[config.mk]
export PLATFORM = sky130hd
export DESIGN_NAME = transfer_scheduler
export DESIGN_NICKNAME = d
export VERILOG_FILES = /design/src/hw/frontend_pkg.sv /design/src/hw/host_axi_pkg.sv /design/src/hw/transfer_scheduler.sv
export VERILOG_INCLUDE_DIRS = /design/src /design/src/include
export SDC_FILE = /design/constraint.sdc
export NUM_CORES = 1
export LEC_CHECK = 0
export ABC_AREA = 1
export BUFFER_PORTS_ARGS = -buffer_cell sky130_fd_sc_hd__buf_2
export CORE_AREA = 2 2 66 68
export DETAILED_ROUTE_END_ITERATION = 6
export DIE_AREA = 0 0 68 70
export PLACE_DENSITY = 0.72
export SLEW_MARGIN = 15
export SYNTH_ARGS = -nofsm -noshare
export SYNTH_HDL_FRONTEND = slang
export SYNTH_SLANG_ARGS = --single-unit
[constraint.sdc]
create_clock -name host_clk -period 2 [get_ports host_clk]
set_input_delay 0.3 -clock host_clk [delete_from_list [all_inputs] [get_ports host_clk]]
set_output_delay 0.3 -clock host_clk [all_outputs]
set_load 0.01 [all_outputs]
[src/include/rammodel_config.svh]
`ifndef RAMMODEL_CONFIG_SVH
`define RAMMODEL_CONFIG_SVH

`define RAMMODEL_ADDR_WIDTH 32
`define RAMMODEL_DATA_WIDTH 32
`define RAMMODEL_ID_WIDTH   4
// Beats per burst are len + 1
`define RAMMODEL_LEN_WIDTH  8

`define RAMMODEL_A_DEPTH    8
`define RAMMODEL_W_DEPTH    256
`define RAMMODEL_R_DEPTH    256
`define RAMMODEL_B_DEPTH    2

`endif

[src/hw/frontend_pkg.sv]
`include "rammodel_config.svh"

package frontend_pkg;

    typedef logic [`RAMMODEL_ADDR_WIDTH-1:0] addr_t;
    typedef logic [`RAMMODEL_DATA_WIDTH-1:0] data_t;
    typedef logic [`RAMMODEL_ID_WIDTH-1:0]   id_t;
    typedef logic [`RAMMODEL_LEN_WIDTH-1:0]  len_t;

    // One request per burst
    typedef struct packed {
        logic  write;
        addr_t addr;
        id_t   id;
        len_t  len;
    } fe_a_t;

    typedef struct packed {
        data_t data;
        logic  last;
    } fe_w_t;

    typedef struct packed {
        id_t id;
    } fe_b_t;

    typedef struct packed {
        id_t   id;
        data_t data;
        logic  last;
    } fe_r_t;

endpackage

[src/hw/host_axi_pkg.sv]
package host_axi_pkg;

    import frontend_pkg::*;

    // Shared by AW and AR
    typedef struct packed {
        id_t   id;
        addr_t addr;
        len_t  len;
    } axi_addr_t;

    typedef struct packed {
        data_t data;
        logic  last;
    } axi_w_t;

    typedef struct packed {
        id_t id;
    } axi_b_t;

    typedef struct packed {
        id_t   id;
        data_t data;
        logic  last;
    } axi_r_t;

endpackage

[src/hw/transfer_scheduler.sv]
module transfer_scheduler (
    input  logic                     host_clk,
    input  logic                     host_rst,
    input  logic                     head_a_valid,
    output logic                     head_a_ready,
    input  frontend_pkg::fe_a_t      head_a,
    input  logic                     head_w_valid,
    output logic                     head_w_ready,
    input  frontend_pkg::fe_w_t      head_w,
    input  logic                     burst_ready,
    input  logic                     resp_idle,
    output logic                     aw_valid,
    input  logic                     aw_ready,
    output logic                     ar_valid,
    input  logic                     ar_ready,
    output host_axi_pkg::axi_addr_t  addr,
    output logic                     w_valid,
    input  logic                     w_ready,
    output host_axi_pkg::axi_w_t     w,
    input  logic                     b_done,
    input  logic                     r_last_done
);

    typedef enum logic [2:0] {
        IDLE,
        DO_A,
        DO_W,
        DO_B,
        DO_R
    } state_t;

    state_t state;
    state_t state_next;
    logic   ok_to_issue;
    logic   a_fire;
    logic   w_fire;

    // Reads go at once, writes only with all beats stored
    assign ok_to_issue = head_a_valid && (!head_a.write || burst_ready) && resp_idle;

    assign aw_valid     = state == DO_A && head_a.write;
    assign ar_valid     = state == DO_A && !head_a.write;
    assign a_fire       = (aw_valid && aw_ready) || (ar_valid && ar_ready);
    assign head_a_ready = a_fire;
    assign addr         = '{id: head_a.id, addr: head_a.addr, len: head_a.len};

    assign w_valid      = state == DO_W && head_w_valid;
    assign head_w_ready = state == DO_W && w_ready;
    assign w_fire       = w_valid && w_ready;
    assign w            = '{data: head_w.data, last: head_w.last};

    always_ff @(posedge host_clk) begin
        if (host_rst)
            state <= IDLE;
        else
            state <= state_next;
    end

    always_comb begin
        state_next = state;
        case (state)
            IDLE: begin
                if (ok_to_issue)
                    state_next = DO_A;
            end
            DO_A: begin
                if (a_fire)
                    state_next = head_a.write ? DO_W : DO_R;
            end
            DO_W: begin
                if (w_fire && head_w.last)
                    state_next = DO_B;
            end
            DO_B: begin
                if (b_done)
                    state_next = IDLE;
            end
            DO_R: begin
                if (r_last_done)
                    state_next = IDLE;
            end
            default: state_next = IDLE;
        endcase
    end

    // An address goes out only once all earlier responses have left the buffer
    a_issue_when_idle: assert property (@(posedge host_clk) disable iff (host_rst)
        (aw_valid || ar_valid) |-> resp_idle && !(aw_valid && ar_valid));

    a_addr_held: assert property (@(posedge host_clk) disable iff (host_rst)
        (aw_valid && !aw_ready) |=> aw_valid && $stable(addr));

endmodule

# Yosys cells after proc, flatten, opt, wreduce, memory -nomap -nowiden

Cells that the tools add are included.

Flip-flop bits (word level): 3
Input bits: 89
Output and inout port bits: 82
Logic and storage cells: 32

Eq/ne operators: 9
Mux-type cells: 7
Reduce and logical (&&, ||, !) cells: 15

Operators with widths:

| kind                 | number |
|---|---|
| $mux W3              | 6 |
| $pmux W3 S5          | 1 |
| $logic_and A1 B1 Y1  | 10 |
| $ne A2 B2 Y1 const B | 4 |
| $eq A3 B2 Y1 const B | 2 |
| $reduce_and A5 Y1    | 1 |
| $eq A3 B1 Y1 const B | 1 |
| $eq A3 B3 Y1 const B | 1 |
| $logic_not A3 Y1     | 1 |
| $logic_or A1 B1 Y1   | 2 |
| $ne A2 B1 Y1 const B | 1 |
| $logic_not A1 Y1     | 1 |

# Logic depth before layout (Yosys ltp)

Depth after elaboration: 6
Gate-level depth with buffers: 9
Gate-level depth less buffers: 9

# Worst setup path before layout

OpenSTA, ideal clock, no wires.

Path type: register to output
Start: reg state[0]
End: out ar_valid
Arrival: 865 ps
Data required time: 1700 ps
Setup slack: 835 ps
Stages on the path, launching flop included: 3
Path buffers: 0
Cells stage by stage: dfxtp_1 inv_2 nor4_1

Longest elaborated chain between the ends: 2

RTL lines:

| element                | line                     | source |
|---|---|---|
| from (decl)            | transfer_scheduler.sv:32 | `state_t state;` |
| from (signal assigned) | transfer_scheduler.sv:56 | `state <= state_next;` |
| $eq A3 B1 Y1           | transfer_scheduler.sv:42 | `assign ar_valid = state == DO_A && !head_a.write;` |
| $logic_and A1 B1 Y1    | transfer_scheduler.sv:42 |  |
| to (decl)              | transfer_scheduler.sv:14 | `output logic ar_valid,` |

No other way between the ends.

# Worst setup path after layout

Ends and elaborated chain as after synthesis.

==> summary.txt <==
critical path required time: 1.70 ns
commonest non-fill, non-tap cell in the layout: sky130_fd_sc_hd__buf_2
Hold Buf Count CTS: 0
CTS tree: done
kind of cell adding the most delay to the critical path: flip-flops
vias in the first global route: 490
buffer and inverter count on the worst path: 2
count of placed standard cells in the final layout, fillers left out: 121
run status: finished clean
antenna diode count: 0
fraction of final layout cells sized beyond drive strength 1: 43.5%
setup TNS: 0 ns
CP Data Arrival Time: 1.27 ns
CP Launch Type: register
horizontal die dimension: 68 um
floorplan row count: 24
insertion delay of the later-clocked pin in the worst-skew pair: 0.22 ns
shortest period the worst path allows: 1.57 ns
Synth Area per Inst: 6.96 um2
largest stage delay on the critical path: 0.42 ns
maximum level of the CTS H-tree: 1
Area Overhead vs Synth: -44.7%
max-slew headroom at the worst pin: 75.7%
timing-limited maximum frequency: 637 MHz
max FFs per register: 3
pin count of the biggest net entering global routing: 9
worst vdd rail ir drop: 0.163 mV
Tcrit/Tclk final: 78.5%
core box area: 0.00414 mm2
net count reported at finish: 159
slew at the pin closest to its max-slew limit: 0.361 ns
detailed-router iteration count before antenna repair: 3
Avg WL per Cell: 14.6 um
Clock Sink Count: 3
final number of setup-violating endpoints: 0
number of max-cap violations: 0
ANT nets after route: 0
sequential element share of the synthesized area: 6.91%
number of buffers inserted during clock tree synthesis: 3
Placed Instances: 117
ports placed on the boundary: 171
register with the most flip-flops: state
overall overflow remaining after global route: 0
largest fanout of any net on the critical path: 6
Fill cells: 496
Longest Clk Path Bufs: 2
placed instance area: 435 um2
RSZ-0062 raised after global routing: no
worst min-delay path category: input port to register
count of routing violations after the opening detailed-route iteration: 10
library cell contributing the largest single delay on the critical path: sky130_fd_sc_hd__dfxtp_1
registers with the most flip-flops: state x3
buffer count from post-CTS setup fixing: 0
top library cells by usage in the layout, fill and taps aside: sky130_fd_sc_hd__buf_2 (18), sky130_fd_sc_hd__nand2_1 (9), sky130_fd_sc_hd__nor2_1 (9)
Via-to-Cell Ratio: 3.73
synthesized area: 870 um2
number of distinct standard cells referenced by the synthesized netlist: 18
final worst clock skew: 0.000686 ns
Yosys warning total: 0
routability cong.: 0.680
category of the critical setup timing path: register to output port
floorplan die height: 70 um
via count: 451
cell leakage power: 0.254 nW
post-route cell area: 480 um2
Clock transition at path regs: 0.03 ns
Final Hold Violating Endpoints: 0
cell at the root of the clock tree: sky130_fd_sc_hd__clkbuf_8
kind of end point of the critical path: output port
# resized after CTS: 0
count of mapped cells out of synthesis: 125
total global-route track usage: 7.23%
final wirelength: 1770 um
buffers added on ports: 18
total of flip-flops plus latches after synthesis: 3
max-slew violation total from the final report: 0
DRC Markers: 0
post-layout power: 0.484 mW
syn nets: 214
number of antenna violations at the first check in global routing: 0
critical path, cell by cell: inv_2 -> nor4_1 -> buf_2
first-pass GRT wire length: 2420 um
DIE AREA: 0.00476 mm2
initial standard-cell utilization of the core: 21.0%
power density relative to cell area: 1010 mW/mm2
-- through the flow --
| step | util, % | hold WS, ns | worst slack, ns |
|---|---|---|---|
| after global placement | 10.5 | 0.499 | 0.670 |
| after detailed placement | 10.5 | 0.502 | 0.667 |
| after floorplan | - | 0.362 | 0.835 |
| after global routing | 11.6 | 0.284 | 0.341 |
| final | 11.6 | 0.276 | 0.429 |
| after CTS | 11.6 | 0.277 | 0.433 |
-- final timing paths --
check                               from        to  slack (ns)  cells past startpoint
worst max-delay path            state[0]  ar_valid        0.43                      3
worst min-delay path            host_rst  state[1]        0.28                      2
worst max register to register  state[1]  state[0]        0.84                      7
worst min register to register  state[0]  state[0]        0.59                      2
-- cell usage after synthesis --
| library cell | number | share of area [%] |
|---|---|---|
| sky130_fd_sc_hd__buf_4 | 77 | 66 |
| sky130_fd_sc_hd__nand2_1 | 9 | 3.9 |
| sky130_fd_sc_hd__nor2_1 | 9 | 3.9 |
| sky130_fd_sc_hd__inv_1 | 7 | 3.0 |
| sky130_fd_sc_hd__nand3_1 | 5 | 2.9 |
| sky130_fd_sc_hd__dfxtp_1 | 3 | 6.9 |
| sky130_fd_sc_hd__nand2_2 | 3 | 2.2 |
| sky130_fd_sc_hd__nand4_1 | 2 | 1.4 |
| sky130_fd_sc_hd__a21oi_1 | 1 | 0.57 |
| sky130_fd_sc_hd__a21oi_2 | 1 | 1.0 |
| sky130_fd_sc_hd__and2_2 | 1 | 0.86 |
| sky130_fd_sc_hd__buf_6 | 1 | 1.3 |
| sky130_fd_sc_hd__inv_2 | 1 | 0.43 |
| sky130_fd_sc_hd__nand3_2 | 1 | 1.2 |
| sky130_fd_sc_hd__nor2_4 | 1 | 1.3 |
| sky130_fd_sc_hd__nor3_2 | 1 | 1.2 |
| sky130_fd_sc_hd__nor4_1 | 1 | 0.72 |
| sky130_fd_sc_hd__o21bai_1 | 1 | 0.86 |
-- cell type report --
| cell class | count | area, um2 | area share, % |
|---|---|---|---|
| Clock buffer | 4 | 45.0 | 9.37 |
| Inverter | 8 | 30.0 | 6.25 |
| Multi-Input combinational cell | 36 | 190 | 39.6 |
| Sequential cell | 3 | 60.1 | 12.5 |
| Tap cell | 52 | 65.1 | 13.5 |
| Timing Repair Buffer | 18 | 90.1 | 18.7 |
-- routing by layer --
metal | track usage (%) | routed length, um | part of all wire [%] | vias up
met5 | 0 | 0 | 0 | -
met4 | 14.2 | 275 | 16 | 0
met3 | 5.80 | 431 | 24 | 44
met2 | 7.87 | 638 | 36 | 39
met1 | 5.00 | 427 | 24 | 171
li1 | - | - | - | 197
-- power breakdown --
part           internal, mW  switching [mW]  total, mW
Sequential           0.0755          0.0272      0.103
Clock                 0.136          0.0404      0.176
Combinational        0.0815           0.123      0.205
-- cell families (layout without fill, tap and decap cells) --
kind of cell           after synthesis  after routing  synth area share, %
DFF                                  3              3                 6.91
and+or+nand+nor                     33             33                 19.4
AOI/OAI and AO/OA                    3              3                 2.45
buffers and inverters               86             30                 71.2
Power figures use the tool's default switching activity.
